## config.mk

```make
export PLATFORM = sky130hd
export DESIGN_NAME = convEngine
export DESIGN_NICKNAME = d
export VERILOG_FILES = /design/src/design/cnnPkg.sv /design/src/design/convEngine.sv
export SDC_FILE = /design/constraint.sdc
export NUM_CORES = 1
export LEC_CHECK = 0
export BUFFER_PORTS_ARGS = -buffer_cell sky130_fd_sc_hd__buf_2
export CORE_MARGIN = 3
export CORE_UTILIZATION = 30
export DETAILED_ROUTE_END_ITERATION = 8
export GPL_TIMING_DRIVEN = 0
export SLEW_MARGIN = 20
export SYNTH_ARGS = -nofsm -noshare
export SYNTH_HDL_FRONTEND = slang
export SYNTH_SLANG_ARGS = --single-unit
```

## constraint.sdc

```tcl
create_clock -name clk -period 10.4 [get_ports clk]
set_input_delay 0 -clock clk [delete_from_list [all_inputs] [get_ports clk]]
set_output_delay 0 -clock clk [all_outputs]
set_load 0.02 [all_outputs]
```

## src/design/cnnPkg.sv

```systemverilog
`default_nettype none

package cnnPkg;

    parameter int DataWidth = 16;

    typedef logic signed [DataWidth-1:0] word_t;

    // addresses travel at full word width, each module wraps them to its AddrWidth
    typedef logic [DataWidth-1:0] addr_t;

    typedef struct packed {
        logic       convLayer;
        logic [3:0] filterSize;
        logic [7:0] filterCount;
    } layerDesc_t;

    typedef struct packed {
        addr_t      mapAddr;
        logic [7:0] mapSize;
        logic [7:0] mapCount;
    } mapState_t;

    typedef struct packed {
        logic  read;
        logic  write;
        addr_t addr;
        word_t writeData;
    } memReq_t;

    typedef enum logic [1:0] {ownerHost, ownerSequencer, ownerConv, ownerPool} memOwner_t;

endpackage

`default_nettype wire

```

## src/design/convEngine.sv

```systemverilog
`timescale 1ns/1ns
`default_nettype none

module convEngine import cnnPkg::*; #(
    parameter int AddrWidth = 12
) (
    input  logic       clk,
    input  logic       reset,
    input  logic       run,
    input  layerDesc_t layer,
    input  mapState_t  maps,
    input  addr_t      weightAddr,
    input  word_t      readData,
    output memReq_t    convReq,
    output logic       finished
);

    localparam addr_t AddrMask = addr_t'((1 << AddrWidth) - 1);

    logic       active;
    logic [1:0] phase;
    logic       havePair;
    logic [7:0] filter, row, col, mapIdx;
    logic [3:0] wi, wj;
    word_t      imgReg, acc;
    addr_t      outAddr, area, imgAddr, wgtAddr;
    logic [7:0] outSize;
    logic       lastWin, lastMac, lastPixel;

    assign outSize = maps.mapSize - 8'(layer.filterSize) + 8'd1;
    assign area = addr_t'(maps.mapSize) * addr_t'(maps.mapSize);
    assign imgAddr = (maps.mapAddr + addr_t'(mapIdx) * area
                   + addr_t'(row + 8'(wi)) * addr_t'(maps.mapSize)
                   + addr_t'(col + 8'(wj))) & AddrMask;
    assign wgtAddr = (weightAddr
                   + addr_t'(filter) * addr_t'(layer.filterSize) * addr_t'(layer.filterSize)
                   + addr_t'(wi) * addr_t'(layer.filterSize) + addr_t'(wj)) & AddrMask;

    assign lastWin = wi == layer.filterSize - 4'd1 && wj == layer.filterSize - 4'd1;
    assign lastMac = lastWin && mapIdx == maps.mapCount - 8'd1;
    assign lastPixel = row == outSize - 8'd1 && col == outSize - 8'd1;

    // phase 0 reads image, 1 reads weight, 2 writes the finished sum
    always_comb begin
        convReq.read      = active && phase != 2'd2;
        convReq.write     = active && phase == 2'd2;
        convReq.addr      = phase == 2'd1 ? wgtAddr : (phase == 2'd2 ? outAddr : imgAddr);
        convReq.writeData = acc + imgReg * readData;
    end

    always_ff @(posedge clk) begin
        if (reset) begin
            active   <= 1'b0;
            phase    <= '0;
            havePair <= 1'b0;
            finished <= 1'b0;
        end else begin
            finished <= 1'b0;
            if (run) begin
                active   <= 1'b1;
                phase    <= '0;
                havePair <= 1'b0;
                {filter, row, col, mapIdx, wi, wj} <= '0;
                outAddr  <= (maps.mapAddr + addr_t'(maps.mapCount) * area) & AddrMask;
            end else if (active) begin
                case (phase)
                    2'd0: begin
                        // previous product lands while the next image word is fetched
                        acc   <= havePair ? acc + imgReg * readData : '0;
                        phase <= 2'd1;
                    end
                    2'd1: begin
                        imgReg   <= readData;
                        havePair <= 1'b1;
                        phase    <= lastMac ? 2'd2 : 2'd0;
                        if (lastWin) begin
                            wi     <= '0;
                            wj     <= '0;
                            mapIdx <= mapIdx + 8'd1;
                        end else if (wj == layer.filterSize - 4'd1) begin
                            wj <= '0;
                            wi <= wi + 4'd1;
                        end else begin
                            wj <= wj + 4'd1;
                        end
                    end
                    default: begin
                        havePair <= 1'b0;
                        phase    <= '0;
                        mapIdx   <= '0;
                        outAddr  <= (outAddr + addr_t'(1)) & AddrMask;
                        if (lastPixel) begin
                            row <= '0;
                            col <= '0;
                            if (filter == layer.filterCount - 8'd1) begin
                                active   <= 1'b0;
                                finished <= 1'b1;
                            end else begin
                                filter <= filter + 8'd1;
                            end
                        end else if (col == outSize - 8'd1) begin
                            col <= '0;
                            row <= row + 8'd1;
                        end else begin
                            col <= col + 8'd1;
                        end
                    end
                endcase
            end
        end
    end

endmodule

`default_nettype wire

```

; Word-level counts from Yosys, hierarchy flattened
; Cells that the tools add are included.
[classes]
addsub = 24
mul = 9
n_div = 0
n_lt_le_gt_ge = 0
n_eq_ne = 13
shifts = 0
n_mux = 37
bitwise = 5
reduce_logical = 23
[op_table]
columns = cell, n
row1 = two-way mux 8 bit, 14
row2 = two-way mux 16 bit, 4
row3 = adder 12 bit, 4
row4 = "adder 8 x 1 -> 8 bit, second input constant", 5
row5 = adder 16 bit, 2
row6 = equality test 8 bit, 4
row7 = multiplier 16 x 16 -> 16 bit, 2
row8 = multiplier 8 x 16 -> 12 bit, 2
row9 = two-way mux 4 bit, 8
row10 = "subtractor 8 x 1 -> 8 bit, second input constant", 3
row11 = AND reduction 4 bit, 5
row12 = adder 8 x 4 -> 9 bit, 2
row13 = multiplier 8 x 8 -> 16 bit, 1
row14 = case mux 8 bit (2 select lines), 1
row15 = "adder 12 x 1 -> 12 bit, second input constant", 1
row16 = adder 12 x 4 -> 12 bit, 1
row17 = adder 12 x 8 -> 12 bit, 1
row18 = adder 12 x 9 -> 12 bit, 1
row19 = multiplier 12 x 4 -> 12 bit, 1
row20 = multiplier 8 x 4 -> 12 bit, 1
row21 = multiplier 9 x 8 -> 12 bit, 1
row22 = two-way mux 12 bit, 1
row23 = "adder 4 x 1 -> 4 bit, second input constant", 2
row24 = equality test 4 bit, 2
row25 = 22 further kinds, 42
[word_totals]
register_bits = 93
latchBits = 0
ramBits = 0
romBits = 0
input_bits = 80
output_inout_bits = 35
elab_cells = 125
memories = 0

; Logic depth before layout (Yosys ltp)
; Gate-level depths: netlist of the first run.
[logic_depth]
ltp_word = 9
mapped_depth = 37

; Worst setup path before layout of the first run
; No wires, ideal clock.
[synth_timing]
path_kind = input port to output port
from = in maps[9] (netlist bit)
to = out convReq[27] (netlist bit)
arrival_ns = 8.634
required_ns = 10.400
setup_slack_ns = 1.766
cell_stages = 31
path_buffers = 2
cell_sequence = clkbuf_1 clkbuf_1 and2_1 fa_1 xnor2_1 xnor2_1 fa_1 fa_1 inv_1 ha_1 xor2_1 nand2_1 fa_1 fa_1 inv_1 fa_1 fa_1 fa_1 inv_1 fa_1 inv_1 ha_1 or2_2 a21oi_1 a21oi_1 a21o_1 a21oi_1 xnor3_1 xor2_1 a211oi_1 a31oi_1
[synth_lines]
columns = item, line
row1 = start: declaration, convEngine.sv:11  ; input mapState_t maps,
row2 = end: declaration, convEngine.sv:14  ; output memReq_t convReq,

==> metrics.md, run 1 <==
| Metric | Value |
|---|---|
| GRT Total Usage | 14.9% |
| CP required | 10.40 ns |
| Hold slack final | 0.0732 ns |
| Post-synth EDFFs | 84 |
| Outcome | complete, no violations |
| Post-synthesis xor/xnor area fraction | approximately a tenth |
| WL/cell | about 16 um |
| Actual slew at the worst max-slew pin | 0.950 ns |
| Crit-path most repeated cell | fa_1 |
| Synth Cell Area | 0.0221 mm^2 |
| Ys Warns | 0 |
| Die height | between 200 and 300 um |
| Netlist cell types | 58 |
| Setup CP Type | input pin to output pin |
| #FFs+latches synth | 89 |
| Final min period | a little under 10 ns |
| Area after DPL | 0.0238 mm^2 |
| Gpl congestion | 0.875 |
| Detailed Route Iter0 Violations | 797 |
| Worst R2R End | acc[15] |
| Fmax | 101 MHz |
| Max-slew violation count | 0 |
| Worst Hold End | outAddr[0] |
| Clock latency at the later pin of the worst-skew pair | about 0.4 ns |
| Die W | ~280 um |
| Initial antenna violation count | 3 |
| Worst hold path depth | 4 |
| Reg clk slew, reported paths | 0.09 ns |
| Sequential share of the synthesized area | 11.9% |
| Crit end category | output pin |
| Worst hold start | maps[16] |
| Crit-path max cell delay | 0.56 ns |
| Largest net degree at the start of global routing | 22 |
| Drt pass-1 iters | 5 |
| Setup Skew | 0.0173 ns |
| Reg2reg start | imgReg[5] |
| Area Growth Syn to Fin | 9.98% |
| Vias per cell | 4.49 |
| CTS Buf Count | 9 |
| Worst Reg-to-Reg Cells | 22 |
| Post-synthesis mux area share | less than 1% |
| Design Area, Final | 0.0243 mm^2 |
| Die Area | 0.0770 mm^2 |
| Max-slew headroom | 36.6% |
| Max clock buf depth | 2 |
| Io pins | between 100 and 150 |
| DRC | 0 |
| Grt ovf | 0 |
| Share of layout cells above drive strength 1 | 5.81% |
| IO Port Bufs | 98 |
| Final wirelength | between 50,000 and 60,000 um |
| Hold crit path type | input pin to flip-flop |
| Critical Path Source Type | input pin |
| Root Buffer | clkbuf_16 |
| Sum Neg Setup Slack | 0 ns |
| Hold Fails Final Rpt | 0 |
| Htree depth | 3 |
| Max Cap Violations | 0 |
| Post-CTS Repair Setup Buffers | 0 |
| NumNets Final | 3,261 |
| # rows | 98 |
| # diodes | 0 |
| Vias in the first global route | 17,034 |
| Global-route wire length before repair | 91,500 um |
| Via Count | 15,869 |
| Syn Area/Cell | about 9 um^2 |
| Post-synthesis simple-gate area fraction | 15.8% |
| Crit-path max FO | 10 |
| Asr flop ratio synth | 0% |
| Top FF cell, synth | edfxtp_1 |
| Critical Path AT | 9.92 ns |
| DP HPWL | 47,200 um |
| Final count of negative-setup-slack endpoints | 0 |
| Reg2Reg Setup Slack | between 4 and 5 ns |
| Post-Synth Adder-Cell Area | between 40% and 50% |
| Num Clock Sinks | 89 |
| Initial Util | a little under a third |
| Synth Area in Compound Gates | 4.73% |
| Period utilization | 95.3% |
| FILL cells | 7,501 |
| Critical path's slowest cell | fa_1 |
| Mapped Cells | 2,448 |
| TritonCTS clock tree | built |
| ANT nets after route | 0 |
| Combinational family with the most area after synthesis | adder cells |
| Core area | 0.0722 mm^2 |
-- metal layers --
| metal | wire length, um | GRT usage [%] |
|---|---|---|
| met5 | 41 | 0 |
| met4 | 1190 | 3.74 |
| met3 | 2700 | 2.52 |
| met2 | 26700 | 25.6 |
| met1 | 24900 | 19.6 |
-- cell usage after synthesis, types with 3 or more instances --
cell | number | area, um^2
nand3_1 | 38 | 190
nand4_1 | 3 | 18.8
mux2i_1 | 9 | 90.1
nor4_1 | 7 | 43.8
edfxtp_1 | 84 | 2520
xnor3_1 | 8 | 180
nor3b_1 | 5 | 37.5
a21boi_0 | 6 | 45.0
nand2_1 | 285 | 1070
dfxtp_1 | 5 | 100
o211ai_1 | 4 | 30.0
a211oi_1 | 7 | 52.6
clkbuf_1 | 80 | 300
nor2_1 | 88 | 330
buf_2 | 4 | 20.0
a21o_1 | 14 | 105
a31oi_1 | 4 | 25.0
xor2_1 | 63 | 552
o21bai_1 | 11 | 82.6
nand2b_1 | 17 | 106
and3_1 | 18 | 113
a21oi_1 | 65 | 325
o21a_1 | 4 | 30.0
buf_4 | 5 | 37.5
xnor2_1 | 174 | 1520
fa_1 | 354 | 7090
inv_1 | 516 | 1940
ha_1 | 250 | 3130
or3_1 | 5 | 31.3
and2_1 | 185 | 1160
o21ai_0 | 45 | 225
or2_2 | 9 | 56.3
nor3_1 | 18 | 90.1
nor2b_1 | 27 | 169
-- metrics by stage --
| step | setup slack, ns | util, % | std cells |
|---|---|---|---|
| 3_5_place_dp | 0.167 | 33.0 | 3499 |
| 3_3_place_gp | 0.181 | 32.9 | 3499 |
| 2_1_floorplan | 1.77 | - | 2451 |
| 4_1_cts | 0.127 | 33.6 | 3532 |
| 5_1_grt | -0.00366 | 33.7 | 3532 |
| 6_report | 0.484 | 33.7 | 3532 |
-- final cells by class --
class | count | area (um^2) | share of cell area, %
repair buffers | 115 | 661 | 2.72
well taps | 950 | 1190 | 4.89
clock buffers | 9 | 225 | 0.927
plain buffers | 91 | 369 | 1.52
flip-flops and latches | 89 | 2620 | 10.8
multi-input cells | 1754 | 17200 | 70.9
inverters | 517 | 1940 | 7.98
clock inverters | 7 | 73.8 | 0.304
-- cells in the final DEF (no fill, tap or decap), types with 14 or more instances in the layout --
cell type	count
inv_1	516
fa_1	354
nand2_1	285
ha_1	250
and2_1	185
xnor2_1	174
buf_2	102
nor2_1	85
edfxtp_1	84
clkbuf_1	78
a21oi_1	65
xor2_1	61
o21ai_0	45
nand3_1	38
nor2b_1	27
and3_1	18
nor3_1	17
nand2b_1	17
dlygate4sd3_1	17
a21o_1	14
-- critical path, delay by kind of cell --
family                     cells  cell delay (ns)
buffers and inverters          8             1.40
xor gates and xnor gates       5             1.61
adders and majority gates     11             5.16
AOI/OAI and AO/OA              8             1.31
and+or+nand+nor                2             0.42
-- timing repair --
action	CTS	global route
hold endpoints to repair	17	0
hold buffers	17	0
endpoints found under the setup margin	0	1
gates resized for setup	0	7
-- worst max-delay path by stage --
| stage | start | end | cells after the start |
|---|---|---|---|
| 6_report | maps[9] | convReq[27] | 34 |
| 5_1_grt | maps[9] | convReq[27] | 34 |
| 4_1_cts | maps[9] | convReq[27] | 33 |
| 3_5_place_dp | maps[9] | convReq[27] | 33 |
| 3_3_place_gp | maps[9] | convReq[27] | 33 |
| 2_1_floorplan | maps[9] | convReq[27] | 31 |
-- registers in the layout, indices dropped and copies added, names as in the netlist --
register	flops
col	8
filter	8
active	1
wi	4
finished	1
mapIdx	8
acc	16
havePair	1
row	8
outAddr	12
phase	2
wj	4
imgReg	16
-- logic make-up after synthesis --
| family | after synthesis |
|---|---|
| simple gates | 713 |
| xor+xnor | 248 |
| flops | 89 |
| mux | 11 |
| fa+ha+maj | 604 |
| compound gates | 174 |
| buf+inv | 608 |
| other cells | 1 |
Power of run 1 is left out: the tool's default activity adds up to more than one toggle a clock period on the data nets, which glitch-free logic cannot reach.
==> inputs of run 2 (changes only) <==
- CTS_CLUSTER_SIZE: not set -> 20
- MAX_ROUTING_LAYER: not set -> met4
==> run 2 against run 1 <==
Effect of this change: clock skew hardly changed; highest routed layer is now met4; worst setup slack gained 0.049 ns; critical endpoint unchanged; die area stayed put; first-iteration DRC count fell by 13%; global-route usage grew 0.44 points; critical path type unchanged.
==> metrics.md, run 2 (synthesized netlist as in run 1, its figures left out) <==
| Metric | Value |
|---|---|
| Crit-path most repeated cell | fa_1 |
| Met2 Track Usage GR | 25.6% (about the same) |
| Worst R2R End | acc[15] |
| Die W | 277 um (unchanged) |
| WL/cell | 15.7 um (-0.13%) |
| Max clock buf depth | 2 (unchanged) |
| Htree depth | 3 (unchanged) |
| Area Growth Syn to Fin | 10.0% (about the same) |
| Critical Path AT | 9.87 ns (-0.05 ns) |
| Final min period | 9.87 ns (-0.0489 ns) |
| Hold crit path type | input pin to flip-flop |
| Design Area, Final | 0.0243 mm^2 (about the same) |
| IO Port Bufs | 98 (unchanged) |
| Area after DPL | 0.0238 mm^2 (unchanged) |
| Crit end category | output pin |
| Crit-path max cell delay | 0.56 ns (about the same) |
| Actual slew at the worst max-slew pin | 0.952 ns (+0.00218 ns) |
| NumNets Final | 3,261 (unchanged) |
| Met1 Track Usage GR | 19.7% (+0.13 points) |
| Max-slew headroom | 36.4% (-0.15 points) |
| Worst Reg-to-Reg Cells | 22 (unchanged) |
| CTS Buf Count | 9 (unchanged) |
| Critical Path Start | maps[9] |
| Max-slew violation count | 0 (unchanged) |
| Hold Fails Final Rpt | 0 (unchanged) |
| Max Cap Violations | 0 (unchanged) |
| Final wirelength | 55,500 um (about the same) |
| Vias per cell | 4.49 (-0.15%) |
| Die Area | 0.0770 mm^2 (unchanged) |
| DRC | 0 (unchanged) |
| Io pins | 115 (unchanged) |
| Clock latency at the later pin of the worst-skew pair | 0.40 ns (about the same) |
| Reg2Reg Setup Slack | 4.49 ns (about the same) |
| Vias in the first global route | 17,020 (-0.082%) |
| Initial antenna violation count | 3 (unchanged) |
| Num Clock Sinks | 89 (unchanged) |
| Global-route wire length before repair | 91,500 um (unchanged) |
| Gpl congestion | 0.893 (+2.1%) |
| Global route hottest layer | met2 |
| Crit path capture | convReq[27] |
| Final count of negative-setup-slack endpoints | 0 (unchanged) |
| Setup CP Type | input pin to output pin |
| Reg clk slew, reported paths | 0.09 ns (about the same) |
| Drt pass-1 iters | 5 (unchanged) |
| Met3 Usage GRT | 2.17% (-0.35 points) |
| Most frequent cells in the layout | inv_1, fa_1, nand2_1 |
| Critical Path Source Type | input pin |
| ANT nets after route | 0 (unchanged) |
| Crit-path max FO | 10 (unchanged) |
| Reg2reg start | imgReg[5] |
| Biggest regs | acc x16, imgReg x16, outAddr x12 |
| Period utilization | 94.9% (-0.47 points) |
| # rows | 98 (unchanged) |
| Initial Util | 30.6% (unchanged) |
| Root Buffer | clkbuf_16 |
| Detailed Route Iter0 Violations | 694 (-13%) |
| Core area | 0.0722 mm^2 (unchanged) |
| Worst hold start | maps[16] |
| CP required | 10.40 ns (about the same) |
| Sum Neg Setup Slack | 0 ns (unchanged) |
| Setup Skew | 0.0178 ns (+0.000459 ns) |
| Final core utilization | 33.7% (about the same) |
| Share of layout cells above drive strength 1 | 5.81% (unchanged) |
| Grt ovf | 0 (unchanged) |
| Critical path's slowest cell | fa_1 |
| Via Count | 15,859 (-0.063%) |
| Finished Layout Cells | 3,535 (+0.085%) |
| Fmax | 101 MHz (+0.50%) |
| TritonCTS clock tree | built |
| Outcome | complete, no violations |
| Placed Instances | 3,499 (unchanged) |
| Commonest non-fill, non-tap cell in the layout | inv_1 |
| DP HPWL | 47,200 um (unchanged) |
| GRT Total Usage | 15.4% (+0.44 points) |
| Die height | 277 um (unchanged) |
| Largest net degree at the start of global routing | 22 (unchanged) |
-- run 2: changes by cell type in the layout (fill, tap and decap cells not counted) --
cell | before | now
diode_2 | 0 | 3
-- run 2: critical path, delay by kind of cell --
family	cells	cell delay (ns)
xor gates and xnor gates	5	1.58
adders and majority gates	11	5.16
and+or+nand+nor	2	0.41
buffers and inverters	8	1.40
AOI/OAI and AO/OA	8	1.31
-- run 2: how the worst min path moves through the flow --
stage | endpoint | cells past startpoint
6_report | outAddr[0] | 4
5_1_grt | outAddr[0] | 4
4_1_cts | outAddr[0] | 4
3_5_place_dp | imgReg[8] | 1
3_3_place_gp | imgReg[8] | 1
2_1_floorplan | active | 1
-- run 2: per-layer routing --
| layer | share of wire (%) | vias up |
|---|---|---|
| met5 | 0 | - |
| met4 | 2.2 | 0 |
| met3 | 4.6 | 56 |
| met2 | 48 | 303 |
| met1 | 45 | 7789 |
| li1 | - | 7711 |
-- run 2: what timing repair did --
item,CTS,global route
endpoints found under the setup margin,0,1
setup buffers,0,0
hold endpoints to repair,17,0
hold buffers,17,0
resized for setup,0,7
-- run 2: cell type report --
cell class                 instances  area, um^2
clock inverter                     7        73.8
sequential                        89        2620
buffer                            91         369
antenna                            3        7.51
tap                              950        1190
multi-input combinational       1754       17200
timing repair buffer             115         661
clock buffer                       9         225
fill                            7500       47900
inverter                         517        1940
-- run 2: metrics by stage --
step	hold slack [ns]	worst slack, ns
final	0.0721	0.533
after detailed placement	0.198	0.167
after global placement	0.197	0.181
after global routing	0.0763	-0.0183
after CTS	0.0565	0.127
after floorplan	0.0691	1.77
Power of run 2 is left out for the same reason.
