===== src/design/cnnPkg.sv =====
`default_nettype none

package cnnPkg;

    parameter int DataWidth = 16;

    typedef logic signed [DataWidth-1:0] word_t;

    // addresses travel at full word width, each module wraps them to its AddrWidth
    typedef logic [DataWidth-1:0] addr_t;

    typedef struct packed {
        logic       convLayer;
        logic [3:0] filterSize;
        logic [7:0] filterCount;
    } layerDesc_t;

    typedef struct packed {
        addr_t      mapAddr;
        logic [7:0] mapSize;
        logic [7:0] mapCount;
    } mapState_t;

    typedef struct packed {
        logic  read;
        logic  write;
        addr_t addr;
        word_t writeData;
    } memReq_t;

    typedef enum logic [1:0] {ownerHost, ownerSequencer, ownerConv, ownerPool} memOwner_t;

endpackage

`default_nettype wire


===== src/design/configRegs.sv =====
`timescale 1ns/1ns
`default_nettype none

module configRegs import cnnPkg::*; (
    input  logic       clk,
    input  logic       reset,
    input  logic       regWrite,
    input  logic [1:0] regAddr,
    input  word_t      regData,
    input  logic       started,
    input  logic       finished,
    input  logic [7:0] layersDone,
    output logic       go,
    output addr_t      layerBase,
    output mapState_t  initialMaps,
    output logic       busy,
    output logic       done,
    output logic [7:0] layerCount
);

    logic       hostWrite;
    addr_t      imageBase;
    logic [7:0] imageSize;

    // configuration is frozen while a network runs
    assign hostWrite = regWrite && !busy;
    assign go = hostWrite && regAddr == 2'd3;

    // the first layer always sees a single input map
    assign initialMaps = '{mapAddr: imageBase, mapSize: imageSize, mapCount: 8'd1};

    always_ff @(posedge clk) begin
        if (reset) begin
            layerBase <= '0;
            imageBase <= '0;
            imageSize <= '0;
        end else if (hostWrite) begin
            case (regAddr)
                2'd0: layerBase <= addr_t'(regData);
                2'd1: imageBase <= addr_t'(regData);
                2'd2: imageSize <= regData[7:0];
                default: ;
            endcase
        end
    end

    always_ff @(posedge clk) begin
        if (reset) begin
            busy       <= 1'b0;
            done       <= 1'b0;
            layerCount <= '0;
        end else begin
            if (go) begin
                busy <= 1'b1;
                done <= 1'b0;
            end
            if (started) layerCount <= '0;
            // done holds until the next start
            if (finished) begin
                busy       <= 1'b0;
                done       <= 1'b1;
                layerCount <= layersDone;
            end
        end
    end

endmodule

`default_nettype wire


===== config.mk =====
export PLATFORM = sky130hd
export DESIGN_NAME = configRegs
export DESIGN_NICKNAME = d
export VERILOG_FILES = /design/src/design/cnnPkg.sv /design/src/design/configRegs.sv
export SDC_FILE = /design/constraint.sdc
export NUM_CORES = 1
export LEC_CHECK = 0
export BUFFER_PORTS_ARGS = -buffer_cell sky130_fd_sc_hd__buf_2
export CAP_MARGIN = 5
export CORE_MARGIN = 4
export CORE_UTILIZATION = 47
export CTS_CLUSTER_DIAMETER = 100
export DETAILED_ROUTE_END_ITERATION = 10
export GPL_ROUTABILITY_DRIVEN = 0
export PLACE_DENSITY = 0.85
export SYNTH_ARGS = -nofsm -noshare
export SYNTH_HDL_FRONTEND = slang
export SYNTH_SLANG_ARGS = --single-unit

===== constraint.sdc =====
create_clock -name clk -period 1.73 [get_ports clk]
set_input_delay 0.0865 -clock clk [delete_from_list [all_inputs] [get_ports clk]]
set_output_delay 0.0865 -clock clk [all_outputs]
set_load 0.01 [all_outputs]

Word level (Yosys, flattened, before mapping)
Index checks and enable logic that the tools add are counted.
Cells by class
  equality and inequality tests: 3
  mux-type cells: 4
  reduce and logical (&&, ||, !) cells: 10
Operator list (number)
  2-to-1 mux 8 bit: 2
  AND reduction 2 bit: 3
  equality test 2 bit (second input constant): 2
  nonzero test 2 bit: 2
  equality test 2 x 1 -> 1 bit (second input constant): 1
  logical AND 1 bit: 2
  zero test 2 bit: 1
  2-to-1 mux 1 bit: 2
  OR reduction 2 bit: 1
  zero test 1 bit: 1
Word-level totals
  flip-flop bits (word level): 50
  input bits: 31
  output and inout port bits: 59
  logic and storage cells: 23

Depth between registers and ports, before layout
Gate-level depths: netlist of run 1.
  depth in word-level cells: 5
  mapped depth: 4
  gate-level depth less buffers: 2

Least setup slack after synthesis of run 1
No wires, ideal clock.
  kind: register to register
  start point: register busy
  end point: register layerBase[5]
  setup time: 0.119 ns
  arrival: 1.286 ns
  required time: 1.611 ns
  setup slack: 0.325 ns
  cell stages (with the launch flop): 5
  path buffers: 2
  period minus slack after synthesis: 1.405 ns
  cell sequence: dfxtp_1 or4b_1 buf_6 buf_12 mux2i_1
Between the ends
  cells in the longest elaborated chain, start to end: 3
RTL lines
  start, declared: line configRegs.sv:16  | output logic busy,
  start signal, assigned: line configRegs.sv:49  | busy <= 1'b0;
  start signal, assigned: line configRegs.sv:54  | busy <= 1'b1;
  start signal, assigned: line configRegs.sv:60  | busy <= 1'b0;
  zero test 1 bit: line configRegs.sv:26  | assign hostWrite = regWrite && !busy;
  logical AND 1 bit: line configRegs.sv:26
  AND reduction 2 bit (no source line)
  end signal, assigned: line configRegs.sv:39  | 2'd0: layerBase <= addr_t'(regData);
  end, declared: line configRegs.sv:14  | output addr_t layerBase,
No other way between the ends.
A chain may end at the register's enable or synchronous reset.

Worst setup path after layout of run 1
  start point: register busy
  end point: register imageBase[13]
Between the ends
  cells in the longest elaborated chain, start to end: 3
RTL lines
  zero test 1 bit: line configRegs.sv:26
  logical AND 1 bit: line configRegs.sv:26
  AND reduction 2 bit (no source line)
  end signal, assigned: line configRegs.sv:40  | 2'd1: imageBase <= addr_t'(regData);
  end, declared: line configRegs.sv:22  | addr_t imageBase;
No other way between the ends.

==> out/results.tsv, run 1 <==
metric	value	unit
outcome	finished, final reports clean	
rr_endpoint	imageBase[13]	
cp_data_required_time	1.95	ns
cts_max_path_buffers	2	
slew_headroom	60.5	%
ys.flop_type	dfxtp_1	
synth_edf_count	0	
drc_errors	0	
ys_top_cells_by_count	nand2b_1, dfxtp_1, mux2i_1	
r2r_slack	0.32	ns
cts_setup_buffers	0	
fin_crit_sh	81.2	%
crit_path_cell_trace	and4bb_2 > mux2i_1	
yosys.cell_count.top_type	nand2b_1	
tightest_slew	0.584	ns
clkTransAtPathRegs	0.09	ns
path_class	reg2reg	
grt_max_degree	34	
worstPathArrival	1.63	ns
r2r_cells	2	
htree_levels	2	
dieArea	5670	um^2
crit_family	simple AND/OR/NAND/NOR gates	
tns	0	ns
fin_nets	311	
synth_cell_types	22	
placed_cell_area	2510	um^2
max_cap_violations	0	
holdCritStartpoint	layersDone[6]	
core_area	4350	um^2
port_buffers	81	
setup_viol	0	
viasPerCell	4.74	
clk-insertion-delay-late	0.31	ns
cp_max_fo	14	
cts_buffers	5	
cts_resized	0	
initial_core_util	48.9	%
drt_iter0_drc	24	
max_freq	712	MHz
leakagePower	1.31	nW
post-dp-hpwl	3.13	mm
diodes	0	
drt-total-wl	4.27	mm
cts_hold_buf	0	
rows	24	
syn2layout_area_growth	23.2	%
via_count	1579	
critPathMaxStageDelay	0.68	ns
synth_seq_area_share	47.0	%
maxSlewViolCount	0	
cts_sinks	50	
crit_path_start_kind	flop	
drtPass1Iterations	4	
drtAntennaViolNets	0	
rsz0062_at_grt	false	
powerDensity	874	nW/um^2
pin_count	90	
synthArstFlopShare	0	%
nFillCells	382	
synthTopCellsByArea	dfxtp_1, mux2i_1, nand2b_1	
yosys.area.top_type_share	47.0	%
grt_antenna_before_repair	0	
synth_area_per_cell	10.4	um^2
wl_per_cell	12.8	um
holdPathEnd	layerCount[6]	
grt_pass1_vias	1473	
die_y	75.3	um
final_hold_viol_count	0	
cts_tree	done	
grt_use_total	15.4	%
synth_area	2130	um^2
synth_warnings	0	
drive_above_1_share	36.7	%
grt_first_pass_wirelength	6.65	mm
stdcell_area	2620	um^2
timing.hold.ws	0.0254	ns
end_kind	flop	
hold_path_depth	3	
min_path_type	in2reg	
crit_buf_inv	0	
yosysTopAreaCell	dfxtp_1	
fin_skew	0.00790	ns
syn_inst	204	
ys_ff_latch	50	
cts_root_buffer	clkbuf_8	
peakVddDrop	0.608	mV
die_w	75.3	um
ff_latch_area	1000	um^2
overflow	0	
r2r_start	busy	
critPathSlowestCell	and4bb_2	
multi_input_area	1010	um^2
min_period	1.41	ns
[metal layers]
metal	track usage (%)	share of wire [%]	wire length (um)	vias to the layer above
met1	19.2	45	1910	704
met3	5.28	8.8	376	6
li1	-	-	-	811
met2	24.8	45	1940	58
met5	0	0	0	-
met4	5.24	0.98	42	0
[sequential cells by signal, summed over array words and instances, names as in the netlist]
| signal | cells |
|---|---|
| layerBase | 16 |
| imageSize | 8 |
| busy | 1 |
| imageBase | 16 |
| layerCount | 8 |
| done | 1 |
[power by group]
part / switching [mW] / internal (mW) / total [mW] / leakage, nW
clock network: 0.389 / 0.430 / 0.819 / 0.0504
logic: 0.132 / 0.124 / 0.256 / 0.857
registers: 0.0219 / 1.19 / 1.22 / 0.407
[layout by cell type (no fill, tap or decap)]
master and n:
buf_2 81, nand2b_1 57, dfxtp_1 50, mux2i_1 40, nand2_1 8, or3b_2 8
a21oi_1 8, conb_1 8, clkbuf_8 5, buf_4 3, clkinvlp_4 2, and4b_2 1
nor4b_1 1, and4bb_2 1, or4bb_2 1, nand4bb_1 1, or4b_1 1, a31oi_1 1
nor3_1 1, inv_1 1, o22ai_1 1, bufinv_16 1
[worst register-to-register path, delay by kind of cell (launching register included)]
family / cells / cell delay (ns)
mux: 1 / 0.28
simple gates: 1 / 0.68
flops: 1 / 0.37
[final cells by class]
type	count	share of cell area, %
multi-input combinational	138	38.5
clock inverter	3	1.72
clock buffer	5	2.62
sequential	50	38.2
tap	52	2.48
inverter	1	0.143
timing repair buffer	84	16.3
[per-stage QoR]
step / power [mW] / setup slack, ns / instances / util, %
after CTS: 2.32 / 0.306 / 333 / 60.2
final: 2.29 / 0.325 / 333 / 60.2
after global routing: 2.40 / 0.220 / 333 / 60.2
after global placement: 1.50 / 0.389 / 325 / 57.6
after floorplan: 1.41 / 0.325 / 210 / -
after detailed placement: 1.50 / 0.331 / 325 / 57.6
[worst max path at each step]
stage	to	slack, ns	start	cells after the start
6_report	imageBase[13]	0.32	busy	2
5_1_grt	imageSize[2]	0.22	busy	2
4_1_cts	imageBase[4]	0.31	busy	2
3_5_place_dp	imageBase[4]	0.33	busy	2
3_3_place_gp	layerBase[6]	0.39	busy	3
2_1_floorplan	layerBase[5]	0.32	busy	4
[kinds of logic after synthesis]
| family | synth area share (%) |
|---|---|
| compound gates | 2.47 |
| buf+inv | 6.53 |
| mux | 18.8 |
| flops | 47.0 |
| other cells | 0.353 |
| simple gates | 24.8 |
No activity file was read; power rests on OpenSTA's default activity.
==> inputs of run 2 (changes only) <==
- clock period: 1.73 -> 1.34 ns (I/O delays scaled with it)
==> run 2 against run 1 <==
Effect of this change: setup slack lost 0.27 ns; first-iteration DRC count up 110%; sequential share of layout area is 0.51 points lower; count of clock-buffer cells in the layout rose by 1; combinational power is 36% higher; global-route usage shrank 0.35 points; clock power rose by 9.3%.
==> out/results.tsv, run 2 (same netlist as run 1, synthesis figures left out) <==
metric	value	unit	change
r2r_start	busy		
grt_pass1_vias	1476		+0.20%
syn2layout_area_growth	25.0	%	
fin_cells	335		+0.60%
r2r_cells	2		unchanged
tns	0	ns	unchanged
fin_ws	0.0550	ns	-0.270 ns
placed_cell_area	2550	um^2	+1.6%
dieArea	5670	um^2	unchanged
pin_count	90		unchanged
cp_data_required_time	1.53	ns	-0.42 ns
hold_path_depth	3		unchanged
layout_common_cells	buf_2, nand2b_1, dfxtp_1		
dp.cells	327		+0.62%
maxSlewViolCount	0		unchanged
cts_max_path_buffers	2		unchanged
peakVddDrop	0.577	mV	-5.1%
path_class	reg2reg		
max_freq	778	MHz	+9.4%
critPathMaxStageDelay	0.68	ns	about the same
grt_first_pass_wirelength	6.59	mm	-0.93%
clkTransAtPathRegs	0.09	ns	about the same
rr_endpoint	imageBase[15]		
final_hold_viol_count	0		unchanged
post-dp-hpwl	3.02	mm	-3.5%
powerDensity	1060	nW/um^2	+21%
die_w	75.3	um	unchanged
grt_use_total	15.0	%	-0.35 points
worstPathArrival	1.48	ns	-0.15 ns
via_count	1596		+1.1%
cts_sinks	50		unchanged
final_common_cell	buf_2		
holdCritStartpoint	layersDone[5]		
fin_crit_sh	95.9	%	+15 points
htree_levels	2		unchanged
clk-insertion-delay-late	0.30	ns	about the same
cts_buffers	5		unchanged
pre_cts_slack	0.0449	ns	-0.286 ns
fin_nets	313		+0.64%
wl_per_cell	12.6	um	-1.8%
r2r_slack	0.06	ns	-0.27 ns
holdPathEnd	layerCount[5]		
stdcell_area	2660	um^2	+1.5%
fin_skew	0.00654	ns	-0.00136 ns
cts_tree	done		
port_buffers	81		unchanged
biggestRegsByFlops	imageBase: 16 flops, layerBase: 16 flops		
grt_antenna_before_repair	0		unchanged
drc_errors	0		unchanged
drt_iter0_drc	51		+110%
leakagePower	1.34	nW	+1.7%
rsz0062_at_grt	false		
diodes	0		unchanged
min_period	1.28	ns	-0.120 ns
cts_root_buffer	clkbuf_8		
drt-total-wl	4.22	mm	-1.2%
grt_max_degree	68		+100%
cp_max_fo	8		-6
critPathSlowestCell	or4bb_2		
rows	24		unchanged
min_path_type	in2reg		
drtAntennaViolNets	0		unchanged
finalPower	2.81	mW	+23%
max_cap_violations	0		unchanged
cts_setup_buffers	0		unchanged
initial_core_util	48.9	%	unchanged
crit_path_start_kind	flop		
crit_path_cell_trace	or4bb_2 > mux2i_1		
drtPass1Iterations	4		unchanged
core_area	4350	um^2	unchanged
overflow	0		unchanged
viasPerCell	4.76		+0.47%
setup_viol	0		unchanged
die_y	75.3	um	unchanged
drive_above_1_share	37.8	%	+1.2 points
end_kind	flop		
outcome	finished, final reports clean		
run 2: cell types whose count changed in the layout (fill, tap and decap cells not counted), sizes merged:
cell,previous run,this run
bufinv,1,0
clkinvlp,2,1
clkinv,0,1
buf,84,86
clkbuf,5,6
run 2: timing repair:
action / CTS / global route
hold buffers: 0 / 0
endpoints found under the setup margin: 0 / 14
endpoints found under the hold margin: 0 / 0
resized for setup: 0 / 4
run 2: how the worst max path moves through the flow:
stage	endpoint	startpoint	cells after the start	slack, ns
after floorplan	layerBase[5]	busy	4	0.02
after global placement	layerBase[1]	busy	3	0.05
after detailed placement	layerBase[4]	busy	3	0.04
after CTS	layerBase[2]	busy	3	0.03
after global routing	layerBase[13]	busy	3	0.01
final	imageBase[15]	busy	2	0.06
run 2: critical path, delay by kind of cell (launching register included):
kind / cells / cell delay (ns)
flops: 1 / 0.36
mux: 1 / 0.15
simple gates: 1 / 0.68
run 2: per-layer routing:
layer	part of all wire [%]	wire length (um)	GRT usage (%)
met2	47	1980	25.5
met4	1.1	47	4.66
met3	9.2	390	4.75
met5	0	0	0
met1	43	1800	18.1
run 2: final cells by class:
type	instances	area (um^2)
fillers	383	1690
repair buffers	86	480
flip-flops and latches	50	1000
clock inverters	2	12.5
inverters	1	3.75
well taps	52	65.1
multi-input cells	138	1010
clock buffers	6	82.6
run 2: where the power goes:
part           internal [mW]  switching, mW  total (mW)
logic                  0.174          0.173       0.347
clock network          0.415          0.480       0.895
registers               1.54         0.0268        1.57
run 2: stage by stage:
step                      util (%)  hold WS (ns)
final                         61.1        0.0127
after global routing          61.1        0.0169
after detailed placement      58.6         0.324
after global placement        58.6         0.316
after floorplan                  -         0.212
after CTS                     60.7     0.0000819
==> inputs of run 3 (changes only) <==
- GPL_TIMING_DRIVEN: not set -> 1
- REMOVE_ABC_BUFFERS: not set -> 1
==> run 3 against run 2 <==
Effect of this change: combinational power grew 1%; clock power increased by 15%; via count up 0.88%; first-iteration DRC count up 7.8%; core utilization increased by 0.92 points; register-to-register slack got worse by 0.02 ns; sequential share of layout area decreased by 0.60 points; global-route usage rose by 0.63 points; highest routed layer unchanged.
==> out/results.tsv, run 3 (same netlist as run 1, synthesis figures left out) <==
metric	value	unit	change
die_y	75.3	um	unchanged
drt-total-wl	4.34	mm	+2.9%
cts_setup_buffers	0		unchanged
initial_core_util	48.9	%	unchanged
p_int	2.28	mW	+6.8%
viasPerCell	4.74		-0.61%
r2r_start	busy		
fin_ws	0.0315	ns	-0.0235 ns
stdcell_area	2700	um^2	+1.5%
biggestRegsByFlops	imageBase: 16 flops, layerBase: 16 flops		
grt_first_pass_wirelength	6.84	mm	+3.9%
diodes	0		unchanged
cts_root_buffer	clkbuf_8		
rows	24		unchanged
cts_sinks	50		unchanged
holdPathEnd	layerCount[5]		
rr_endpoint	layerBase[8]		
max_cap_violations	0		unchanged
holdCritStartpoint	layersDone[5]		
die_w	75.3	um	unchanged
postLayoutCoreUtil	62.0	%	+0.92 points
leakagePower	1.36	nW	+1.4%
clk-insertion-delay-late	0.30	ns	about the same
drtAntennaViolNets	0		unchanged
cp_max_fo	9		+1
core_area	4350	um^2	unchanged
fin_skew	0.00818	ns	+0.00164 ns
finalPower	2.95	mW	+5.1%
grt_use_total	15.6	%	+0.63 points
max_freq	764	MHz	-1.8%
cts_tree	done		
nFillCells	398		+3.9%
rsz0062_at_grt	true		
timing.hold.ws	0.0106	ns	-0.00218 ns
drive_above_1_share	37.2	%	-0.66 points
crit_start	busy		
post-dp-hpwl	3.17	mm	+4.9%
hold_path_depth	3		unchanged
r2r_slack	0.03	ns	-0.02 ns
dieArea	5670	um^2	unchanged
final_hold_viol_count	0		unchanged
powerDensity	1090	nW/um^2	+3.6%
power_switching	0.679	mW	-0.15%
fin_nets	318		+1.6%
grt_antenna_before_repair	0		unchanged
fin_cells	340		+1.5%
worstPathArrival	1.49	ns	about the same
outcome	finished, final reports clean		
wl_per_cell	12.8	um	+1.4%
drc_errors	0		unchanged
syn2layout_area_growth	26.9	%	
layout_common_cells	buf_2, nand2b_1, dfxtp_1		
cts_max_path_buffers	2		unchanged
overflow	0		unchanged
tns	0	ns	unchanged
fin_crit_sh	97.6	%	+1.8 points
drt_iter0_drc	55		+7.8%
min_period	1.31	ns	+0.0235 ns
p_clk_share	35.0	%	+3.1 points
cts_buffers	5		unchanged
peakVddDrop	0.698	mV	+21%
p_comb_share	11.9	%	-0.4 points
cp_data_required_time	1.52	ns	about the same
seqPwrFrac	53.1	%	-2.7 points
r2r_cells	3		+1
dp.cells	330		+0.92%
crit_path_start_kind	flop		
pin_count	90		unchanged
end_kind	flop		
path_class	reg2reg		
clkTransAtPathRegs	0.09	ns	about the same
setup_viol	0		unchanged
htree_levels	2		unchanged
grt_max_degree	68		unchanged
drtPass1Iterations	4		unchanged
maxSlewViolCount	0		unchanged
swShare	23.0	%	-1.2 points
via_count	1610		+0.88%
port_buffers	81		unchanged
min_path_type	in2reg		
grt_pass1_vias	1614		+9.3%
final_common_cell	buf_2		
placed_cell_area	2570	um^2	+0.83%
pre_cts_slack	0.0355	ns	-0.00938 ns
run 3: how the worst max path moves through the flow:
| stage | endpoint | slack [ns] |
|---|---|---|
| after floorplan | layerBase[10] | -0.20 |
| after global placement | layerBase[13] | 0.06 |
| after detailed placement | layerBase[13] | 0.04 |
| after CTS | layerBase[13] | 0.02 |
| after global routing | layerBase[12] | -0.01 |
| final | layerBase[8] | 0.03 |
run 3: critical path, cell delays in order, from the launching register on:
cell     delay, ns
dfxtp_1       0.32
or4b_1        0.54
buf_4         0.21
mux2i_1       0.12
run 3: layout make-up:
class,count,area [um^2],share of cell area (%)
Tap cell,52,65.1,2.41
Clock buffer,6,72.6,2.69
Sequential cell,50,1000,37.1
Multi-Input combinational cell,138,1010,37.4
Inverter,1,3.75,0.139
Clock inverter,2,37.5,1.39
Timing Repair Buffer,91,510,18.9
run 3: power groups by stage:
stage          logic (mW)  registers, mW  clock network (mW)
6_report            0.352           1.57                1.03
5_1_grt             0.390           1.58                1.14
4_1_cts             0.357           1.57                1.08
3_5_place_dp        0.352           1.60                   0
3_3_place_gp        0.344           1.60                   0
2_1_floorplan       0.146           1.63                   0
run 3: timing repair:
action                                  in CTS  in global routing
endpoints found under the setup margin       0                  6
endpoints found under the hold margin        2                  0
gates resized for setup                      0                  0
hold buffers                                 2                  0
run 3: routing by layer:
metal  vias up  wire, um  share of wire [%]  GRT usage (%)
met2        60      2000                 46           27.6
li1        821         -                  -              -
met3         5       404                9.3           3.69
met4         0        54                1.2           6.41
met1       724      1880                 43           18.1
met5         -         0                  0              0
