<file path="config.mk">
export PLATFORM = sky130hd
export DESIGN_NAME = layerSequencer
export DESIGN_NICKNAME = d
export VERILOG_FILES = /design/src/design/cnnPkg.sv /design/src/design/layerSequencer.sv
export SDC_FILE = /design/constraint.sdc
export NUM_CORES = 1
export LEC_CHECK = 0
export BUFFER_PORTS_ARGS = -buffer_cell sky130_fd_sc_hd__buf_2
export CAP_MARGIN = 20
export CORE_ASPECT_RATIO = 1.2
export CORE_MARGIN = 3
export CORE_UTILIZATION = 55
export CTS_CLUSTER_SIZE = 8
export DETAILED_ROUTE_END_ITERATION = 10
export GPL_ROUTABILITY_DRIVEN = 0
export PLACE_DENSITY_LB_ADDON = 0.25
export SYNTH_ARGS = -nofsm -noshare
export SYNTH_HDL_FRONTEND = slang
export SYNTH_SLANG_ARGS = --single-unit
</file>
<file path="constraint.sdc">
create_clock -name clk -period 16.03 [get_ports clk]
set_input_delay 0 -clock clk [delete_from_list [all_inputs] [get_ports clk]]
set_output_delay 0 -clock clk [all_outputs]
set_load 0.01 [all_outputs]
</file>
<file path="src/design/cnnPkg.sv">
`default_nettype none

package cnnPkg;

    parameter int DataWidth = 16;

    typedef logic signed [DataWidth-1:0] word_t;

    // addresses travel at full word width, each module wraps them to its AddrWidth
    typedef logic [DataWidth-1:0] addr_t;

    typedef struct packed {
        logic       convLayer;
        logic [3:0] filterSize;
        logic [7:0] filterCount;
    } layerDesc_t;

    typedef struct packed {
        addr_t      mapAddr;
        logic [7:0] mapSize;
        logic [7:0] mapCount;
    } mapState_t;

    typedef struct packed {
        logic  read;
        logic  write;
        addr_t addr;
        word_t writeData;
    } memReq_t;

    typedef enum logic [1:0] {ownerHost, ownerSequencer, ownerConv, ownerPool} memOwner_t;

endpackage

`default_nettype wire

</file>
<file path="src/design/layerSequencer.sv">
`timescale 1ns/1ns
`default_nettype none

module layerSequencer import cnnPkg::*; #(
    parameter int AddrWidth = 12
) (
    input  logic       clk,
    input  logic       reset,
    input  logic       go,
    input  addr_t      layerBase,
    input  mapState_t  initialMaps,
    input  word_t      readData,
    input  logic       convFinished,
    input  logic       poolFinished,
    output memOwner_t  owner,
    output memReq_t    seqReq,
    output logic       convRun,
    output logic       poolRun,
    output layerDesc_t layer,
    output mapState_t  maps,
    output addr_t      weightAddr,
    output logic       started,
    output logic       finished,
    output logic [7:0] layersDone
);

    localparam addr_t AddrMask = addr_t'((1 << AddrWidth) - 1);

    typedef enum logic [2:0] {sIdle, sCount, sCountWait, sDesc, sRun, sWait} seqState_t;

    seqState_t  state;
    addr_t      descAddr;
    logic [1:0] descIdx;
    logic [7:0] layerTotal;
    addr_t      mapWords;
    addr_t      weightWords;

    assign mapWords = addr_t'(maps.mapCount) * addr_t'(maps.mapSize) * addr_t'(maps.mapSize);
    assign weightWords = addr_t'(layer.filterCount) * addr_t'(layer.filterSize)
                       * addr_t'(layer.filterSize);

    // weights follow the three descriptor words
    assign weightAddr = (descAddr + addr_t'(3)) & AddrMask;
    assign convRun = state == sRun && layer.convLayer;
    assign poolRun = state == sRun && !layer.convLayer;

    always_comb begin
        case (state)
            sIdle:                    owner = ownerHost;
            sCount, sCountWait, sDesc: owner = ownerSequencer;
            default:                  owner = layer.convLayer ? ownerConv : ownerPool;
        endcase
    end

    always_comb begin
        seqReq.read      = state == sCount || (state == sDesc && descIdx != 2'd3);
        seqReq.write     = 1'b0;
        seqReq.addr      = (descAddr + addr_t'(descIdx)) & AddrMask;
        seqReq.writeData = '0;
    end

    always_ff @(posedge clk) begin
        if (reset) begin
            state      <= sIdle;
            descIdx    <= '0;
            started    <= 1'b0;
            finished   <= 1'b0;
            layersDone <= '0;
        end else begin
            started  <= 1'b0;
            finished <= 1'b0;
            case (state)
                sIdle: begin
                    if (go) begin
                        descAddr   <= layerBase & AddrMask;
                        maps       <= initialMaps;
                        descIdx    <= '0;
                        layersDone <= '0;
                        started    <= 1'b1;
                        state      <= sCount;
                    end
                end
                sCount: state <= sCountWait;
                sCountWait: begin
                    layerTotal <= readData[7:0];
                    descAddr   <= (descAddr + addr_t'(1)) & AddrMask;
                    if (readData[7:0] == 8'd0) begin
                        finished <= 1'b1;
                        state    <= sIdle;
                    end else begin
                        state <= sDesc;
                    end
                end
                sDesc: begin
                    // each word arrives one cycle after its read, idx wraps back to 0
                    descIdx <= descIdx + 2'd1;
                    case (descIdx)
                        2'd1: layer.convLayer <= readData[0];
                        2'd2: layer.filterSize <= readData[3:0];
                        2'd3: begin
                            layer.filterCount <= readData[7:0];
                            state             <= sRun;
                        end
                        default: ;
                    endcase
                end
                sRun: state <= sWait;
                default: begin
                    if (convFinished || poolFinished) begin
                        layersDone   <= layersDone + 8'd1;
                        maps.mapAddr <= (maps.mapAddr + mapWords) & AddrMask;
                        if (layer.convLayer) begin
                            descAddr      <= (descAddr + addr_t'(3) + weightWords) & AddrMask;
                            maps.mapSize  <= maps.mapSize - 8'(layer.filterSize) + 8'd1;
                            maps.mapCount <= layer.filterCount;
                        end else begin
                            descAddr     <= (descAddr + addr_t'(3)) & AddrMask;
                            maps.mapSize <= maps.mapSize >> 1;
                        end
                        if (layersDone + 8'd1 == layerTotal) begin
                            finished <= 1'b1;
                            state    <= sIdle;
                        end else begin
                            state <= sDesc;
                        end
                    end
                end
            endcase
        end
    end

endmodule

`default_nettype wire

</file>
# After elaboration in Yosys (flattened, before gate mapping)
# Cells that the tools add are included.
# word_totals
reg_bits,80
latch_bits,0
mem_bits_rw,0
rom_bits,0
in_bits,69
output_inout_bits,109
word_cells,96
memories,0
# op_classes
add_sub_neg,9
n_mul,4
div,0
order_cmp,0
n_eq_ne,11
n_shift,0
mux,27
n_bitwise,4
reduce_logical,28
# op_table
op,n
32-bit two-way mux,2
32-bit case mux with 2 select lines,1
12-bit two-way mux,3
12-bit case mux with 3 select lines,1
8-bit two-way mux,4
12-bit adder,2
8-bit by 1-bit adder with 8-bit output (second input constant),2
16-bit by 8-bit multiplier with 12-bit output,1
8-bit by 8-bit multiplier with 16-bit output,1
8-bit case mux with 2 select lines,1
3-bit case mux with 5 select lines,1
3-bit AND reduction,5
12-bit by 1-bit adder with 12-bit output (second input constant),1
12-bit by 2-bit adder with 12-bit output,1
12-bit by 2-bit adder with 12-bit output (second input constant),1
12-bit by 4-bit multiplier with 12-bit output,1
8-bit by 4-bit multiplier with 12-bit output,1
3-bit two-way mux,3
8-bit == test,1
8-bit zero test,1
2-bit case mux with 2 select lines,2
4-bit AND reduction,2
4-bit OR reduction,2
8-bit by 4-bit subtractor with 8-bit output,1
other kinds (23),42

# Logic depth before layout (Yosys ltp)
# Gate-level depths: netlist of the first run.
# depth
ltp_word,6
ltp_mapped,31
depth_no_buf,29

# Worst setup path before layout of the first run
# No wires, ideal clock.
# synth_timing
kind,reg-to-reg
start,reg maps[10] (netlist bit)
end,"reg maps[27] (netlist bit), data pin"
setup_ns,0.149
t_arrival_ns,7.461
required_time_ns,15.881
path_slack_ns,8.421
stages_incl_launch_ff,29
n_path_buf,2
synth_period_minus_slack_ns,7.609
cell_sequence,edfxtp_1 clkbuf_1 clkbuf_1 nand2_1 fa_1 fa_1 fa_1 fa_1 inv_1 ha_1 and2_1 a31oi_1 nor2b_1 xnor2_1 nand2_1 fa_1 inv_1 fa_1 fa_1 inv_1 fa_1 inv_1 ha_1 or3_1 o21ai_0 a21oi_1 xnor2_1 xnor3_1 mux2i_1
# synth_between
elab_chain_len,5
# synth_lines
item,line,source
"start, declared",layerSequencer.sv:20,"output mapState_t maps,"
"start signal, assigned",layerSequencer.sv:76,maps <= initialMaps;
8-bit by 8-bit multiplier with 16-bit output,layerSequencer.sv:38,assign mapWords = addr_t'(maps.mapCount) * addr_t'(maps.mapSize) * addr_t'(maps.mapSize);
16-bit by 8-bit multiplier with 12-bit output *,layerSequencer.sv:38,
12-bit adder *,layerSequencer.sv:111,maps.mapAddr <= (maps.mapAddr + mapWords) & AddrMask;
32-bit two-way mux *,layerSequencer.sv:109,if (convFinished || poolFinished) begin
32-bit case mux with 2 select lines *,layerSequencer.sv:72,case (state)
# Every way passes the cells marked *; elsewhere a longest branch is shown, timed or not. The select of a mux whose other input is x is not followed.
# A chain may end at the register's enable or synchronous reset.

# Final worst setup path of the first run
# layout_timing
start,reg maps[11] (netlist bit)
end,"reg maps[27] (netlist bit), data pin"
# The elaborated chain is that of the path after synthesis.

==> results of run 1 <==
==> synthesized netlist by cell type, types with 3 or more instances <==
cell / number / area, um2
inv_1: 187 / 702
nand2_1: 153 / 574
fa_1: 117 / 2340
and2_1: 94 / 588
ha_1: 93 / 1160
edfxtp_1: 65 / 1950
xnor2_1: 60 / 526
nor2_1: 58 / 218
o21ai_0: 44 / 220
clkbuf_1: 41 / 154
xor2_1: 37 / 324
a21oi_1: 33 / 165
buf_4: 25 / 188
nor3_1: 19 / 95.1
nand3_1: 18 / 90.1
dfxtp_1: 15 / 300
mux2_2: 13 / 146
nand2b_1: 13 / 81.3
a21o_1: 12 / 90.1
and3_1: 12 / 75.1
mux2i_1: 9 / 90.1
nor2b_1: 8 / 50.1
o221ai_1: 6 / 52.6
or3_1: 6 / 37.5
a211oi_1: 5 / 37.5
a31oi_1: 4 / 25.0
nor3b_1: 4 / 30.0
nor4_1: 4 / 25.0
a22oi_1: 3 / 22.5
buf_2: 3 / 15.0
nand3b_1: 3 / 22.5
nand4_1: 3 / 18.8
==> area by class of cell <==
type                    count  area [um2]
multi-input cells         885        7500
repair buffers            199        1270
clock buffers              13         283
inverters                 187         702
well taps                 256         320
fillers                  1637        6610
clock inverters             3        46.3
flip-flops and latches     80        2250
==> worst min-delay path, delay by kind of cell <==
family	cells	cell delay [ns]
buffers and inverters	2	0.10
multiplexers	1	0.13
==> power groups by stage <==
stage / combinational [mW] / clock [mW] / sequential (mW)
after floorplan: 1.43 / 0 / 0.300
after global placement: 1.70 / 0 / 0.308
after detailed placement: 1.76 / 0 / 0.308
after CTS: 1.78 / 0.237 / 0.304
after global routing: 2.01 / 0.246 / 0.307
final: 1.76 / 0.231 / 0.304
==> kinds of logic (layout without fill, tap and decap cells) <==
| group | count (synthesis) | after routing | share of synthesized area [%] |
|---|---|---|---|
| AND/OR/NAND/NOR | 402 | 402 | 18.3 |
| other | 1 | 25 | 0.0350 |
| adder cells (fa/ha/maj) | 210 | 210 | 32.7 |
| multiplexers | 22 | 22 | 2.21 |
| buffers and inverters | 257 | 402 | 9.91 |
| AO/OA/AOI/OAI | 126 | 126 | 7.23 |
| flip-flops | 80 | 80 | 21.0 |
| XOR/XNOR | 100 | 100 | 8.58 |
==> sequential cells by signal, indices dropped and copies added, names as in the netlist <==
name,cells
finished,1
descAddr,12
layerTotal,8
maps,32
started,1
layer,13
state,3
descIdx,2
layersDone,8
==> placed cells by master (no fill, tap or decap), drive strengths merged, types with 4 or more instances in the layout <==
master / count
edfxtp: 65
a21o: 12
o221ai: 6
a211oi: 5
nor3: 19
nand2b: 13
nor2b: 8
dfxtp: 15
or3: 6
ha: 93
conb: 25
nand2: 153
dlygate4sd3: 50
a21oi: 35
nor2: 58
fa: 117
nor3b: 4
buf: 148
o21ai: 45
clkbuf: 14
and3: 12
xor2: 37
a31oi: 4
mux2: 13
nand3: 19
mux2i: 9
and2: 94
nor4: 4
xnor2: 60
inv: 187
==> how the worst min path moves through the flow <==
stage / startpoint / end / slack [ns] / depth (start not counted)
floorplan: reset / state[0] / 0.08 / 1
global placement: readData[6] / layerTotal[6] / 0.21 / 1
detailed placement: readData[5] / layerTotal[5] / 0.21 / 1
CTS: initialMaps[27] / maps[27] / 0.0006 / 3
global route: initialMaps[27] / maps[27] / 0.03 / 3
finish: initialMaps[27] / maps[27] / 0.004 / 3
==> through the flow <==
stage               worst slack, ns  util [%]  std cells  power, mW
floorplan                      8.42         -       1222       1.73
global placement               7.93      60.8       1556       2.01
detailed placement             7.78      60.8       1556       2.07
CTS                            7.74      65.1       1622       2.32
global route                   7.29      65.2       1623       2.56
finish                         7.76      65.2       1623       2.29
==> layer usage <==
metal | global-route usage, % | vias up | share of wire [%]
met4 | 9.49 | 0 | 2.6
met3 | 4.12 | 49 | 4.9
met5 | 0 | - | 0
met2 | 45.4 | 238 | 53
li1 | - | 4104 | -
met1 | 29.7 | 4176 | 39
==> repair_timing <==
item | 4_1_cts | 5_1_grt
endpoints found under the hold margin | 63 | 0
hold buffers | 50 | 0
gates resized for setup | 0 | 0
==> out/results.ini, run 1 <==
[outcome]
status=complete, no violations

[sta]
finalSetupTns_ns=0
hold_viol_final=0
timing.final.crit_share_pct=51.6
clock_skew_ns=0.0135
fmax_mhz=121
drv_slew=0
setup_viol=0
layout_min_cycle_time_ns=8.27
slew_headroom_pct=39.2
grt_setup_unrepaired=false
worstMarginPinSlew_ns=0.905
hold_ws_ns=0.00381

[floorplanning]
rows=55
initial_utilization_pct=56.4
coreArea_mm2=0.0190
ioPinCount=178
dieWidth_um=133
fp.dieH_um=159
die-area_mm2=0.0212

[clock_network]
cts-root-buf=clkbuf_16
clkSinkCount=80
htreeDepth=3
cts_tree=built
cts_setup_buffers=0
cts_buffers=9
worstSkewPairLatency_ns=0.36
clk_pin_slew_worst_paths_ns=0.07
clock_path_buffers=2

[critical_path]
r2r_start=maps[11]
cp_num_buf_inv=4
cp-endpoint=maps[27]
cpMostUsedCell=fa_1
worstSetupPathType=flop to flop
critical_path_cell_count=26
critPathTopFamily=adder cells
required_ns=16.23
rr_endpoint=maps[27]
cpPeakStageDelay_ns=0.91
crit_fanout=20
startpoint_type=flop
r2r_slack_ns=7.76
cp-end-kind=flop
rr_worst_depth=26
crit_start=maps[11]
slowest_stage=edfxtp_1
arrival_ns=8.47

[final_layout]
drive_gt1_share_pct=13.5
area_delta_synth_final_pct=15.6
antennaDiodeCount=0
stdcell_area_mm2=0.0124
final_nets=1641

[power]
internal_power_mw=1.27
clockPowerShare_pct=10.1
leakage_nw=5.92
seq_power_share_pct=13.3
vdd_drop_max_mv=0.518
combPwrFrac_pct=76.6
p_sw_mw=1.02
p_per_area_mw_per_mm2=185
swShare_pct=44.6

[global_routing]
overflow=0
grt_max_degree=62
grt_use_total_pct=25.1
grt_pass1_vias=8960
grt_antenna_before_repair=0
grt_first_pass_wirelength_um=43300

[logic_synthesis]
ys.flop_type=edfxtp_1
postSynth.asyncResetShare_pct=0
synth_warnings=0
syn_area_mm2=0.0107
synth_edf_count=65
ys_seq_area_share_pct=21.0
ys_types=58
synth.ff_latch_count=80
synth_cells=1198
syn_avg_cell_area_um2=8.94

[placement]
dpl_cell_area_mm2=0.0115
portBuffers=140
detailed_place_hpwl_um=19600

[detailed_routing]
first_iter_violations=458
ant_nets=0
num_vias=8567
viasPerCell=5.28
drtPass1Iterations=5
wl_um=25800
drc=0
wl_per_cell_um=15.9

[job]
maxCapViolCount=0

[hold_path]
min-delay-path-class=primary input to flop

(Power assumes the default switching activity.)
==> run 2, diff against run 1 <==
Settings changed: CORE_UTILIZATION 55 to 53.
Clock period 16.03 ns to 6.9 ns, I/O delays scaled along.
==> run 2 against run 1 <==
  * The flow now finishes with violations (setup timing)
  * Power rose to 2.8 times the previous value
  * Combinational power increased to 2.9 times the previous value
  * Die area grew 3.6%
  * Critical path depth increased by 1
  * Global-route usage fell by 0.38 points
  * Sequential share of layout area fell by 1.2 points
  * Critical path type unchanged
==> out/results.ini, run 2 (synthesis results as in run 1) <==
[final_layout]
antennaDiodeCount=0  ; unchanged
final_nets=1726  ; +5.2%
drive_gt1_share_pct=22.3  ; +8.8 points
layout_common_cells=inv_1, nand2_1, buf_2
largest_reg_flops=32  ; unchanged
top_register=maps
top_regs=maps x32, layer x13, descAddr x12
area_delta_synth_final_pct=24.0
finalNonFillerCells=1713  ; +5.5%
fin_util_pct=67.5  ; +2.3 points
stdcell_area_mm2=0.0133  ; +7.3%
final_common_cell=inv_1

[hold_path]
min-delay-start=convFinished
min_to=state[1]
holdPathStages=4  ; +1
min-delay-path-class=primary input to flop

[critical_path]
required_ns=7.10  ; -9.13 ns
worstSetupPathType=flop to flop
cp_num_buf_inv=4  ; unchanged
r2r_slack_ns=-0.38  ; -8.14 ns
arrival_ns=7.48  ; -0.99 ns
r2r_start=maps[11]
cpPeakStageDelay_ns=0.57  ; -0.34 ns
rr_endpoint=maps[27]
crit_fanout=6  ; -70%
cp-end-kind=flop
startpoint_type=flop
rr_worst_depth=27  ; +3.8%
slowest_stage=fa_1
cpMostUsedCell=fa_1
critPathTopFamily=adder cells

[placement]
portBuffers=140  ; unchanged
dpl_cell_area_mm2=0.0122  ; +5.8%
placed_cells=1632  ; +4.9%
detailed_place_hpwl_um=20900  ; +7.0%

[clock_network]
cts-root-buf=clkbuf_16
clkSinkCount=80  ; unchanged
clock_path_buffers=2  ; unchanged
worstSkewPairLatency_ns=0.35  ; about the same
cts_tree=built
htreeDepth=3  ; unchanged
clk_pin_slew_worst_paths_ns=0.07  ; about the same
cts_buffers=9  ; unchanged

[detailed_routing]
wl_per_cell_um=15.5  ; -2.5%
drtPass1Iterations=5  ; unchanged
wl_um=26600  ; +2.9%
drc=0  ; unchanged
num_vias=8892  ; +3.8%
viasPerCell=5.19  ; -1.7%
ant_nets=0  ; unchanged
first_iter_violations=486  ; +6.1%

[sta]
timing.final.crit_share_pct=106  ; +54 points
slew_headroom_pct=43.6  ; +4.4 points
clock_skew_ns=0.0138  ; +0.000335 ns
drv_slew=0  ; unchanged
setup_viol=2  ; +2
hold_ws_ns=0.0140  ; +0.0101 ns
hold_viol_final=0  ; unchanged
worstMarginPinSlew_ns=0.840  ; -0.0655 ns
layout_min_cycle_time_ns=7.28  ; -0.989 ns
setup_slack_ns=-0.380  ; -8.14 ns
grt_setup_unrepaired=true
fmax_mhz=137  ; +14%

[power]
p_per_area_mw_per_mm2=477  ; +160%
leakage_nw=6.38  ; +7.8%
vdd_drop_max_mv=1.10  ; +110%

[global_routing]
grt_max_degree=62  ; unchanged
grt_first_pass_wirelength_um=43600  ; +0.80%
overflow=0  ; unchanged
grt_use_total_pct=24.7  ; -0.38 points
grt_antenna_before_repair=0  ; unchanged
grt_pass1_vias=9056  ; +1.1%

[floorplanning]
fp.dieH_um=162  ; +1.8%
die-area_mm2=0.0220  ; +3.6%
dieWidth_um=136  ; +1.8%
rows=56  ; +1.8%
initial_utilization_pct=54.4  ; -2.0 points
ioPinCount=178  ; unchanged
coreArea_mm2=0.0197  ; +3.7%

[outcome]
violations=setup timing
status=finished with violations

[job]
maxCapViolCount=0  ; unchanged

[run 2: how the worst max path moves through the flow]
| stage | from | endpoint | depth (start not counted) |
|---|---|---|---|
| 3_3_place_gp | maps[1] | maps[27] | 26 |
| 4_1_cts | maps[11] | maps[27] | 27 |
| 5_1_grt | maps[2] | maps[27] | 27 |
| 6_report | maps[11] | maps[27] | 27 |
| 2_1_floorplan | maps[10] | maps[27] | 28 |
| 3_5_place_dp | maps[1] | maps[27] | 24 |
[run 2: layout make-up]
type,instances,area (um2)
Timing Repair Buffer,284,1940
Fill cell,1556,6400
Clock inverter,7,53.8
Sequential cell,80,2250
Clock buffer,9,225
Inverter,187,702
Tap cell,261,327
Multi-Input combinational cell,885,7790
[run 2: what timing repair did]
item | in CTS | in global routing
resized for setup | 13 | 35
pin swaps | 11 | 17
buffers inserted | 12 | 5
endpoints found under the setup margin | 5 | 5
gates cloned | 0 | 0
hold buffers | 48 | 0
endpoints found under the hold margin | 61 | 0
[run 2: power by group]
| part | total (mW) | switching [mW] | internal [mW] |
|---|---|---|---|
| Sequential | 0.692 | 0.0411 | 0.651 |
| Combinational | 5.18 | 2.46 | 2.72 |
| Clock | 0.467 | 0.220 | 0.247 |
[run 2: tightest hold or removal path, stage by stage]
cell and delay, ns:
buf_2 0.07, nor2_1 0.05, nand2_1 0.11, a211oi_1 0.07
[run 2: stage by stage]
step / TNS [ns] / setup slack (ns) / total power, mW
global route: -1.57 / -0.714 / 7.03
floorplan: -0.214 / -0.214 / 4.29
detailed placement: -1.07 / -0.420 / 5.53
global placement: -0.587 / -0.295 / 5.33
CTS: -0.433 / -0.368 / 6.15
finish: -0.438 / -0.380 / 6.34
[run 2: per-layer routing]
layer	track usage, %	part of all wire (%)	routed length [um]
met5	0	0	0
met4	7.52	2.1	563
met3	2.79	4.3	1150
met2	45.5	54	14400
met1	30.2	39	10500
